**src/design/aes_package.sv**
```systemverilog
`default_nettype none

package aes_package;

  // Word and bus widths
  localparam int unsigned DATA_W     = 32;
  localparam int unsigned REG_ADDR_W = 4;

  // One cipher block is four memory words
  localparam int unsigned BLOCK_W         = 128;
  localparam int unsigned WORDS_PER_BLOCK = 4;
  localparam int unsigned WORD_IDX_W      = $clog2(WORDS_PER_BLOCK);

  // Byte-address step between consecutive words
  localparam int unsigned WORD_BYTES = 4;

  // Bit positions in the status word
  localparam int unsigned STATUS_BUSY_BIT = 0;
  localparam int unsigned STATUS_DONE_BIT = 1;

  // Job control states
  typedef enum logic [2:0] {
    AES_IDLE     = 3'd0,
    AES_LOAD     = 3'd1,
    AES_MIX      = 3'd2,
    AES_STORE    = 3'd3,
    AES_FINISHED = 3'd4
  } aes_state_t;

  // Host register map
  typedef enum logic [REG_ADDR_W-1:0] {
    AES_REG_TRIGGER  = 4'd0,
    AES_REG_STATUS   = 4'd1,
    AES_REG_SRC_BASE = 4'd2,
    AES_REG_DST_BASE = 4'd3,
    AES_REG_KEY0     = 4'd4,
    AES_REG_KEY1     = 4'd5,
    AES_REG_KEY2     = 4'd6,
    AES_REG_KEY3     = 4'd7
  } aes_reg_t;

endpackage

`default_nettype wire

```
**src/design/aes_regfile.sv**
```systemverilog
`default_nettype none

module aes_regfile (
  input  logic                                  clk,
  input  logic                                  reset_n,
  input  logic                                  cfg_we_i,
  input  logic [aes_package::REG_ADDR_W-1:0]    cfg_addr_i,
  input  logic [aes_package::DATA_W-1:0]        cfg_wdata_i,
  output logic [aes_package::DATA_W-1:0]        cfg_rdata_o,
  input  logic                                  busy_i,
  input  logic                                  done_i,
  output logic                                  start_o,
  output logic [aes_package::DATA_W-1:0]        src_base_o,
  output logic [aes_package::DATA_W-1:0]        dst_base_o,
  output logic [aes_package::BLOCK_W-1:0]       key_o
);

  logic [aes_package::DATA_W-1:0] src_base_q;
  logic [aes_package::DATA_W-1:0] dst_base_q;
  logic [aes_package::WORDS_PER_BLOCK-1:0][aes_package::DATA_W-1:0] key_q;
  logic start_q;
  logic done_q;
  logic trig_accept;

  // A new trigger counts only while no job is pending or running
  assign trig_accept = cfg_we_i && (cfg_addr_i == aes_package::AES_REG_TRIGGER)
                       && !busy_i && !start_q;

  always_ff @(posedge clk or negedge reset_n) begin
    if (!reset_n) begin
      start_q <= 1'b0;
      done_q  <= 1'b0;
    end else begin
      start_q <= trig_accept;
      if (trig_accept)
        done_q <= 1'b0;
      else if (done_i)
        done_q <= 1'b1;
    end
  end

  // Configuration words
  always_ff @(posedge clk) begin
    if (cfg_we_i) begin
      case (aes_package::aes_reg_t'(cfg_addr_i))
        aes_package::AES_REG_SRC_BASE: src_base_q <= cfg_wdata_i;
        aes_package::AES_REG_DST_BASE: dst_base_q <= cfg_wdata_i;
        aes_package::AES_REG_KEY0:     key_q[0]   <= cfg_wdata_i;
        aes_package::AES_REG_KEY1:     key_q[1]   <= cfg_wdata_i;
        aes_package::AES_REG_KEY2:     key_q[2]   <= cfg_wdata_i;
        aes_package::AES_REG_KEY3:     key_q[3]   <= cfg_wdata_i;
        default: ;
      endcase
    end
  end

  // Read mux, busy also covers the start cycle
  always_comb begin
    cfg_rdata_o = '0;
    case (aes_package::aes_reg_t'(cfg_addr_i))
      aes_package::AES_REG_STATUS: begin
        cfg_rdata_o[aes_package::STATUS_BUSY_BIT] = busy_i | start_q;
        cfg_rdata_o[aes_package::STATUS_DONE_BIT] = done_q;
      end
      aes_package::AES_REG_SRC_BASE: cfg_rdata_o = src_base_q;
      aes_package::AES_REG_DST_BASE: cfg_rdata_o = dst_base_q;
      aes_package::AES_REG_KEY0:     cfg_rdata_o = key_q[0];
      aes_package::AES_REG_KEY1:     cfg_rdata_o = key_q[1];
      aes_package::AES_REG_KEY2:     cfg_rdata_o = key_q[2];
      aes_package::AES_REG_KEY3:     cfg_rdata_o = key_q[3];
      default: ;
    endcase
  end

  assign start_o    = start_q;
  assign src_base_o = src_base_q;
  assign dst_base_o = dst_base_q;
  assign key_o      = key_q;

endmodule

`default_nettype wire

```
**src/design/aes_fsm.sv**
```systemverilog
`default_nettype none

module aes_fsm (
  input  logic clk,
  input  logic reset_n,
  input  logic start_i,
  input  logic load_done_i,
  input  logic store_done_i,
  output logic load_start_o,
  output logic mix_en_o,
  output logic store_start_o,
  output logic busy_o,
  output logic done_o
);

  aes_package::aes_state_t current_state;
  aes_package::aes_state_t next_state;

  // State register
  always_ff @(posedge clk or negedge reset_n) begin
    if (!reset_n)
      current_state <= aes_package::AES_IDLE;
    else
      current_state <= next_state;
  end

  // Next-state logic
  always_comb begin
    next_state = current_state;
    case (current_state)
      aes_package::AES_IDLE: begin
        if (start_i)
          next_state = aes_package::AES_LOAD;
      end
      aes_package::AES_LOAD: begin
        if (load_done_i)
          next_state = aes_package::AES_MIX;
      end
      // Single cycle for the round-key step
      aes_package::AES_MIX: begin
        next_state = aes_package::AES_STORE;
      end
      aes_package::AES_STORE: begin
        if (store_done_i)
          next_state = aes_package::AES_FINISHED;
      end
      aes_package::AES_FINISHED: begin
        next_state = aes_package::AES_IDLE;
      end
      default: begin
        next_state = aes_package::AES_IDLE;
      end
    endcase
  end

  // Outputs, strobes fire on the transition into the next phase
  always_comb begin
    load_start_o  = 1'b0;
    mix_en_o      = 1'b0;
    store_start_o = 1'b0;
    busy_o        = 1'b1;
    done_o        = 1'b0;
    case (current_state)
      aes_package::AES_IDLE: begin
        busy_o       = 1'b0;
        load_start_o = start_i;
      end
      aes_package::AES_MIX: begin
        mix_en_o      = 1'b1;
        store_start_o = 1'b1;
      end
      aes_package::AES_FINISHED: begin
        done_o = 1'b1;
      end
      default: ;
    endcase
  end

endmodule

`default_nettype wire

```
**src/design/aes_source.sv**
```systemverilog
`default_nettype none

module aes_source (
  input  logic                               clk,
  input  logic                               reset_n,
  input  logic                               load_start_i,
  input  logic [aes_package::DATA_W-1:0]     src_base_i,
  output logic                               rd_req_o,
  output logic [aes_package::DATA_W-1:0]     rd_addr_o,
  input  logic [aes_package::DATA_W-1:0]     rd_data_i,
  output logic                               load_done_o,
  output logic [aes_package::BLOCK_W-1:0]    block_o
);

  localparam logic [aes_package::WORD_IDX_W-1:0] LAST_WORD =
    aes_package::WORD_IDX_W'(aes_package::WORDS_PER_BLOCK - 1);

  logic                                  active_q;
  logic [aes_package::WORD_IDX_W-1:0]    cnt_q;
  logic                                  cap_q;
  logic [aes_package::WORD_IDX_W-1:0]    cap_idx_q;
  logic                                  load_done_q;
  logic [aes_package::WORDS_PER_BLOCK-1:0][aes_package::DATA_W-1:0] block_q;

  // Request counter plus capture pointer one cycle behind it
  always_ff @(posedge clk or negedge reset_n) begin
    if (!reset_n) begin
      active_q    <= 1'b0;
      cnt_q       <= '0;
      cap_q       <= 1'b0;
      cap_idx_q   <= '0;
      load_done_q <= 1'b0;
    end else begin
      if (load_start_i) begin
        active_q <= 1'b1;
        cnt_q    <= '0;
      end else if (active_q) begin
        cnt_q <= cnt_q + 1'b1;
        if (cnt_q == LAST_WORD)
          active_q <= 1'b0;
      end
      cap_q       <= active_q;
      cap_idx_q   <= cnt_q;
      load_done_q <= cap_q && (cap_idx_q == LAST_WORD);
    end
  end

  // Read data lands in its block slot
  always_ff @(posedge clk) begin
    if (cap_q)
      block_q[cap_idx_q] <= rd_data_i;
  end

  assign rd_req_o    = active_q;
  assign rd_addr_o   = src_base_i
                       + {{(aes_package::DATA_W - aes_package::WORD_IDX_W){1'b0}}, cnt_q}
                       * aes_package::WORD_BYTES;
  assign load_done_o = load_done_q;
  assign block_o     = block_q;

endmodule

`default_nettype wire

```
**src/design/aes_sink.sv**
```systemverilog
`default_nettype none

module aes_sink (
  input  logic                               clk,
  input  logic                               reset_n,
  input  logic                               store_start_i,
  input  logic [aes_package::DATA_W-1:0]     dst_base_i,
  input  logic [aes_package::BLOCK_W-1:0]    result_i,
  output logic                               wr_en_o,
  output logic [aes_package::DATA_W-1:0]     wr_addr_o,
  output logic [aes_package::DATA_W-1:0]     wr_data_o,
  output logic                               store_done_o
);

  localparam logic [aes_package::WORD_IDX_W-1:0] LAST_WORD =
    aes_package::WORD_IDX_W'(aes_package::WORDS_PER_BLOCK - 1);

  logic                               active_q;
  logic [aes_package::WORD_IDX_W-1:0] cnt_q;

  // Walk the four result words, one write per cycle
  always_ff @(posedge clk or negedge reset_n) begin
    if (!reset_n) begin
      active_q <= 1'b0;
      cnt_q    <= '0;
    end else if (store_start_i) begin
      active_q <= 1'b1;
      cnt_q    <= '0;
    end else if (active_q) begin
      cnt_q <= cnt_q + 1'b1;
      if (cnt_q == LAST_WORD)
        active_q <= 1'b0;
    end
  end

  assign wr_en_o      = active_q;
  assign wr_addr_o    = dst_base_i
                        + {{(aes_package::DATA_W - aes_package::WORD_IDX_W){1'b0}}, cnt_q}
                        * aes_package::WORD_BYTES;
  assign wr_data_o    = result_i[cnt_q*aes_package::DATA_W +: aes_package::DATA_W];
  // Done goes out with the last write
  assign store_done_o = active_q && (cnt_q == LAST_WORD);

endmodule

`default_nettype wire

```
**src/design/aes_add_round_key.sv**
```systemverilog
`default_nettype none

module aes_add_round_key (
  input  logic                               clk,
  input  logic                               reset_n,
  input  logic                               mix_en_i,
  input  logic [aes_package::BLOCK_W-1:0]    block_i,
  input  logic [aes_package::BLOCK_W-1:0]    key_i,
  output logic [aes_package::BLOCK_W-1:0]    result_o
);

  logic [aes_package::BLOCK_W-1:0] state_q;

  // AddRoundKey, result held until the next job
  always_ff @(posedge clk or negedge reset_n) begin
    if (!reset_n)
      state_q <= '0;
    else if (mix_en_i)
      state_q <= block_i ^ key_i;
  end

  assign result_o = state_q;

endmodule

`default_nettype wire

```
**src/design/aes_top.sv**
```systemverilog
`default_nettype none

module aes_top (
  input  logic                                  clk,
  input  logic                                  reset_n,
  // Host register port
  input  logic                                  cfg_we_i,
  input  logic [aes_package::REG_ADDR_W-1:0]    cfg_addr_i,
  input  logic [aes_package::DATA_W-1:0]        cfg_wdata_i,
  output logic [aes_package::DATA_W-1:0]        cfg_rdata_o,
  // Read memory port
  output logic                                  rd_req_o,
  output logic [aes_package::DATA_W-1:0]        rd_addr_o,
  input  logic [aes_package::DATA_W-1:0]        rd_data_i,
  // Write memory port
  output logic                                  wr_en_o,
  output logic [aes_package::DATA_W-1:0]        wr_addr_o,
  output logic [aes_package::DATA_W-1:0]        wr_data_o,
  output logic                                  irq_o
);

  logic                            start;
  logic [aes_package::DATA_W-1:0]  src_base;
  logic [aes_package::DATA_W-1:0]  dst_base;
  logic [aes_package::BLOCK_W-1:0] key;
  logic                            load_start;
  logic                            mix_en;
  logic                            store_start;
  logic                            busy;
  logic                            load_done;
  logic                            store_done;
  logic [aes_package::BLOCK_W-1:0] block;
  logic [aes_package::BLOCK_W-1:0] result;

  aes_regfile aes_regfile_i (
    .clk         (clk),
    .reset_n     (reset_n),
    .cfg_we_i    (cfg_we_i),
    .cfg_addr_i  (cfg_addr_i),
    .cfg_wdata_i (cfg_wdata_i),
    .cfg_rdata_o (cfg_rdata_o),
    .busy_i      (busy),
    .done_i      (irq_o),
    .start_o     (start),
    .src_base_o  (src_base),
    .dst_base_o  (dst_base),
    .key_o       (key)
  );

  // Done pulse doubles as the interrupt
  aes_fsm aes_fsm_i (
    .clk           (clk),
    .reset_n       (reset_n),
    .start_i       (start),
    .load_done_i   (load_done),
    .store_done_i  (store_done),
    .load_start_o  (load_start),
    .mix_en_o      (mix_en),
    .store_start_o (store_start),
    .busy_o        (busy),
    .done_o        (irq_o)
  );

  aes_source aes_source_i (
    .clk          (clk),
    .reset_n      (reset_n),
    .load_start_i (load_start),
    .src_base_i   (src_base),
    .rd_req_o     (rd_req_o),
    .rd_addr_o    (rd_addr_o),
    .rd_data_i    (rd_data_i),
    .load_done_o  (load_done),
    .block_o      (block)
  );

  aes_add_round_key aes_add_round_key_i (
    .clk      (clk),
    .reset_n  (reset_n),
    .mix_en_i (mix_en),
    .block_i  (block),
    .key_i    (key),
    .result_o (result)
  );

  aes_sink aes_sink_i (
    .clk           (clk),
    .reset_n       (reset_n),
    .store_start_i (store_start),
    .dst_base_i    (dst_base),
    .result_i      (result),
    .wr_en_o       (wr_en_o),
    .wr_addr_o     (wr_addr_o),
    .wr_data_o     (wr_data_o),
    .store_done_o  (store_done)
  );

endmodule

`default_nettype wire

```
**config.mk**
```make
export PLATFORM = sky130hd
export DESIGN_NAME = aes_top
export DESIGN_NICKNAME = d
export VERILOG_FILES = /design/src/design/aes_package.sv /design/src/design/aes_regfile.sv /design/src/design/aes_fsm.sv /design/src/design/aes_source.sv /design/src/design/aes_sink.sv /design/src/design/aes_add_round_key.sv /design/src/design/aes_top.sv
export SDC_FILE = /design/constraint.sdc
export NUM_CORES = 1
export LEC_CHECK = 0
export BUFFER_PORTS_ARGS = -buffer_cell sky130_fd_sc_hd__buf_4
export CAP_MARGIN = 20
export CELL_PAD_IN_SITES_DETAIL_PLACEMENT = 0
export CELL_PAD_IN_SITES_GLOBAL_PLACEMENT = 1
export CORE_MARGIN = 2
export CORE_UTILIZATION = 35
export CTS_BUF_LIST = sky130_fd_sc_hd__clkbuf_2
export DETAILED_ROUTE_END_ITERATION = 6
export PLACE_DENSITY = 0.63
export REMOVE_ABC_BUFFERS = 1
export SYNTH_ARGS = -nofsm -noshare
export SYNTH_HDL_FRONTEND = slang
export SYNTH_SLANG_ARGS = --single-unit
export TNS_END_PERCENT = 30
```
**constraint.sdc**
```tcl
create_clock -name clk -period 6.2 [get_ports clk]
set_clock_uncertainty 0.15 [all_clocks]
set_input_delay 1.24 -clock clk [delete_from_list [all_inputs] [get_ports clk]]
set_output_delay 1.24 -clock clk [all_outputs]
set_load 0.01 [all_outputs]
```
==> results.py <==
metrics = {
    "cts": {
        "cts_resized": 0,
        "root_buffer": "clkbuf_2",
        "cts_buffers": 118,
        "cts.sinks": 463,
        "holdBufCountCts": 0,
        "cts_setup_buffers": 0,
        "clock_latency_ns": 1.08,
        "htreeDepth": 3,
        "clk_pin_slew_ns": 0.11,
        "clock_path_buffers": 3,
        "cts_tree": "yes",
    },
    "flow_run": {
        "drv_cap": 0,
    },
    "drt": {
        "vias_per_cell": 4.94,
        "drtIter0Drc": 897,
        "drt_first_pass_iters": 5,
        "num_vias": 11800,
        "wl_per_cell_microns": 23.4,
        "routed_wl_mm": 55.6,
        "ant_nets": 0,
        "drc": 0,
    },
    "sta": {
        "tightest_slew_ns": 1.01,
        "fmax_mhz": 196,
        "final_max_slew_viol_count": 0,
        "fin_tns_setup_ns": 0,
        "relSlewSlack_pct": 32.9,
        "fin_crit_ns": 5.10,
        "finalCritPeriodShare_pct": 82.3,
        "setup_viol": 0,
        "finalHoldViolCount": 0,
        "rsz0062_at_grt": "no",
    },
    "cells_and_area": {
        "area_growth_pct": 17.9,
        "final_cell_mix": "edfxtp_1, buf_4, clkbuf_2",
        "num-nets-final": 1657,
        "layout_commonest_cell": "edfxtp_1",
        "drive_gt1_share_pct": 28.7,
    },
    "die": {
        "die_y_microns": 237,
        "start_util_pct": 35.4,
        "die-area_sq_um": 56300,
        "die_w_microns": 237,
        "rows": 85,
        "ios": 202,
        "core_sq_um": 53800,
    },
    "yosys": {
        "yosys_warnings": 0,
        "synth.avg_cell_area_sq_um": 14.6,
        "yosysSeqAreaShare_pct": 69.3,
        "synth.area.top_cells": "edfxtp_1, dfrtp_1, xnor2_1",
        "yosysUniqueCellTypes": 49,
        "syn_inst": 1299,
        "synth_enable_flop_cells": 320,
        "synthFlopType": "edfxtp_1",
        "synthArstFlopShare_pct": 30.9,
        "yosys.area.top_type": "edfxtp_1",
        "ys_seq_elements": 463,
        "syn_area_sq_um": 19000,
        "synth_top_area_share_pct": 50.5,
    },
    "grt": {
        "grt_max_degree": 194,
        "grt_pass1_wl_mm": 80.4,
        "first_global_vias": 12000,
        "gr-total-overflow": 0,
        "antenna_found_initial": 1,
        "grt_usage_pct": 19.9,
    },
    "worst_setup_path": {
        "start_kind": "register",
        "rr_startpoint": "aes_fsm_i.current_state[1]$_DFFE_PN0P_",
        "regToRegEndpoint": "aes_add_round_key_i.result_o[17]$_DFFE_PN0N_",
        "path_class": "register to primary output",
        "cp.required_ns": 4.81,
        "rr_worst_depth": 4,
        "crit_arrival_ns": 3.71,
        "r2r_slack_ns": 3.70,
        "path_max_fanout": 12,
        "endpoint_kind": "primary output",
    },
    "power_and_ir_drop": {
        "vdd_drop_max_uv": 226,
        "total_power_mw": 7.64,
        "power_density_nw_per_um2": 341,
        "p_leak_nw": 8.55,
    },
    "placement": {
        "place.gp.congestion": 0.752,
        "io_buffers": 201,
        "place_hpwl_mm": 34.6,
    },
    "run_status": {
        "status": "completed",
    },
    "min_path": {
        "hold_path_class": "input port to async pin",
    },
}
==> logic make-up (layout without fill, tap and decap cells) <==
family / count (synthesis) / after routing / share of synthesized area, %
and+or+nand+nor: 299 / 299 / 7.75
muxes: 34 / 34 / 3.89
adders and majority gates: 8 / 8 / 0.605
other: 0 / 2 / 0
buffers and inverters: 76 / 460 / 2.39
DFF: 463 / 463 / 69.3
xor gates and xnor gates: 186 / 186 / 8.56
AOI/OAI and AO/OA: 233 / 233 / 7.51
==> worst max-delay path by stage <==
stage,startpoint,end,cells past startpoint
after floorplan,aes_fsm_i.current_state[1]$_DFFE_PN0P_,aes_add_round_key_i.result_o[0]$_DFFE_PN0N_,3
after global placement,cfg_addr_i[3],cfg_rdata_o[8],7
after detailed placement,cfg_addr_i[3],cfg_rdata_o[8],7
after CTS,aes_sink_i.cnt_q[0]$_DFFE_PN0P_,wr_addr_o[26],7
after global routing,aes_sink_i.cnt_q[0]$_DFFE_PN0P_,wr_addr_o[26],7
final,aes_sink_i.cnt_q[0]$_DFFE_PN0P_,wr_addr_o[26],7
==> flip-flops by register name, indices dropped and copies added, names as in the netlist <==
| name | cells |
|---|---|
| aes_regfile_i.src_base_o | 32 |
| aes_add_round_key_i.result_o | 128 |
| aes_regfile_i.key_o | 128 |
| aes_regfile_i.dst_base_o | 32 |
| aes_regfile_i.done_q | 1 |
| aes_source_i.block_o | 128 |
| aes_fsm_i.current_state | 3 |
| aes_source_i.cap_idx_q | 2 |
| aes_source_i.rd_req_o | 1 |
| aes_source_i.cnt_q | 2 |
| aes_source_i.load_done_o | 1 |
| aes_source_i.cap_q | 1 |
| aes_sink_i.wr_en_o | 1 |
| aes_regfile_i.start_o | 1 |
| aes_sink_i.cnt_q | 2 |
==> synthesized netlist by cell type (2+ instances only) <==
cell type	count
a21o_1	2
a21oi_1	2
a222oi_1	2
a22oi_1	95
and2_1	5
and3_1	5
and4_1	6
buf_2	9
buf_4	5
buf_6	18
clkbuf_1	29
clkbuf_2	3
dfrtp_1	143
edfxtp_1	320
fa_1	2
ha_1	6
inv_1	12
mux2i_1	2
mux4_2	32
nand2_1	153
nand2b_1	5
nand3_1	45
nand4_1	8
nand4_4	2
nor2_1	20
nor3_1	20
nor3_2	3
nor3b_1	4
nor4_1	8
nor4_2	3
o21ai_0	53
o21ai_1	76
xnor2_1	154
xor2_1	32
==> stage by stage <==
step	setup slack [ns]	area, sq um	cells	utilization [%]	hold WS (ns)
2_1_floorplan	0.945	18600	1235	-	0.271
3_3_place_gp	1.68	21300	2154	39.6	0.309
3_5_place_dp	1.67	21300	2154	39.6	0.315
4_1_cts	0.970	22400	2379	41.7	0.0356
5_1_grt	0.915	22400	2381	41.7	0.0718
6_report	1.10	22400	2381	41.7	0.0714
==> layer usage <==
layer,track usage (%),share of wire [%]
met1,26.5,43
met2,33.0,49
met3,3.63,5.7
met4,6.52,2.1
met5,0,0
==> critical path, cell delays in order, from the launching register on <==
cell and delay (ns):
dfrtp_2 0.39, ha_1 0.22, inv_1 0.07, fa_1 0.42
nand3b_2 0.54, nor4_1 0.46, xor2_1 0.34, buf_4 0.19
==> power by group <==
part           switching, mW  internal [mW]
Clock                   1.25          0.886
Combinational          0.804          0.765
Sequential             0.241           3.70
==> area by class of cell <==
type	count	area (sq um)
Clock buffer	188	941
Fill cell	5084	31400
Inverter	12	45.0
Clock inverter	37	198
Multi-Input combinational cell	760	5470
Sequential cell	463	13200
Tap cell	696	871
Antenna cell	2	5.00
Timing Repair Buffer	223	1720
Note: power is estimated with default switching activity, not from simulation.
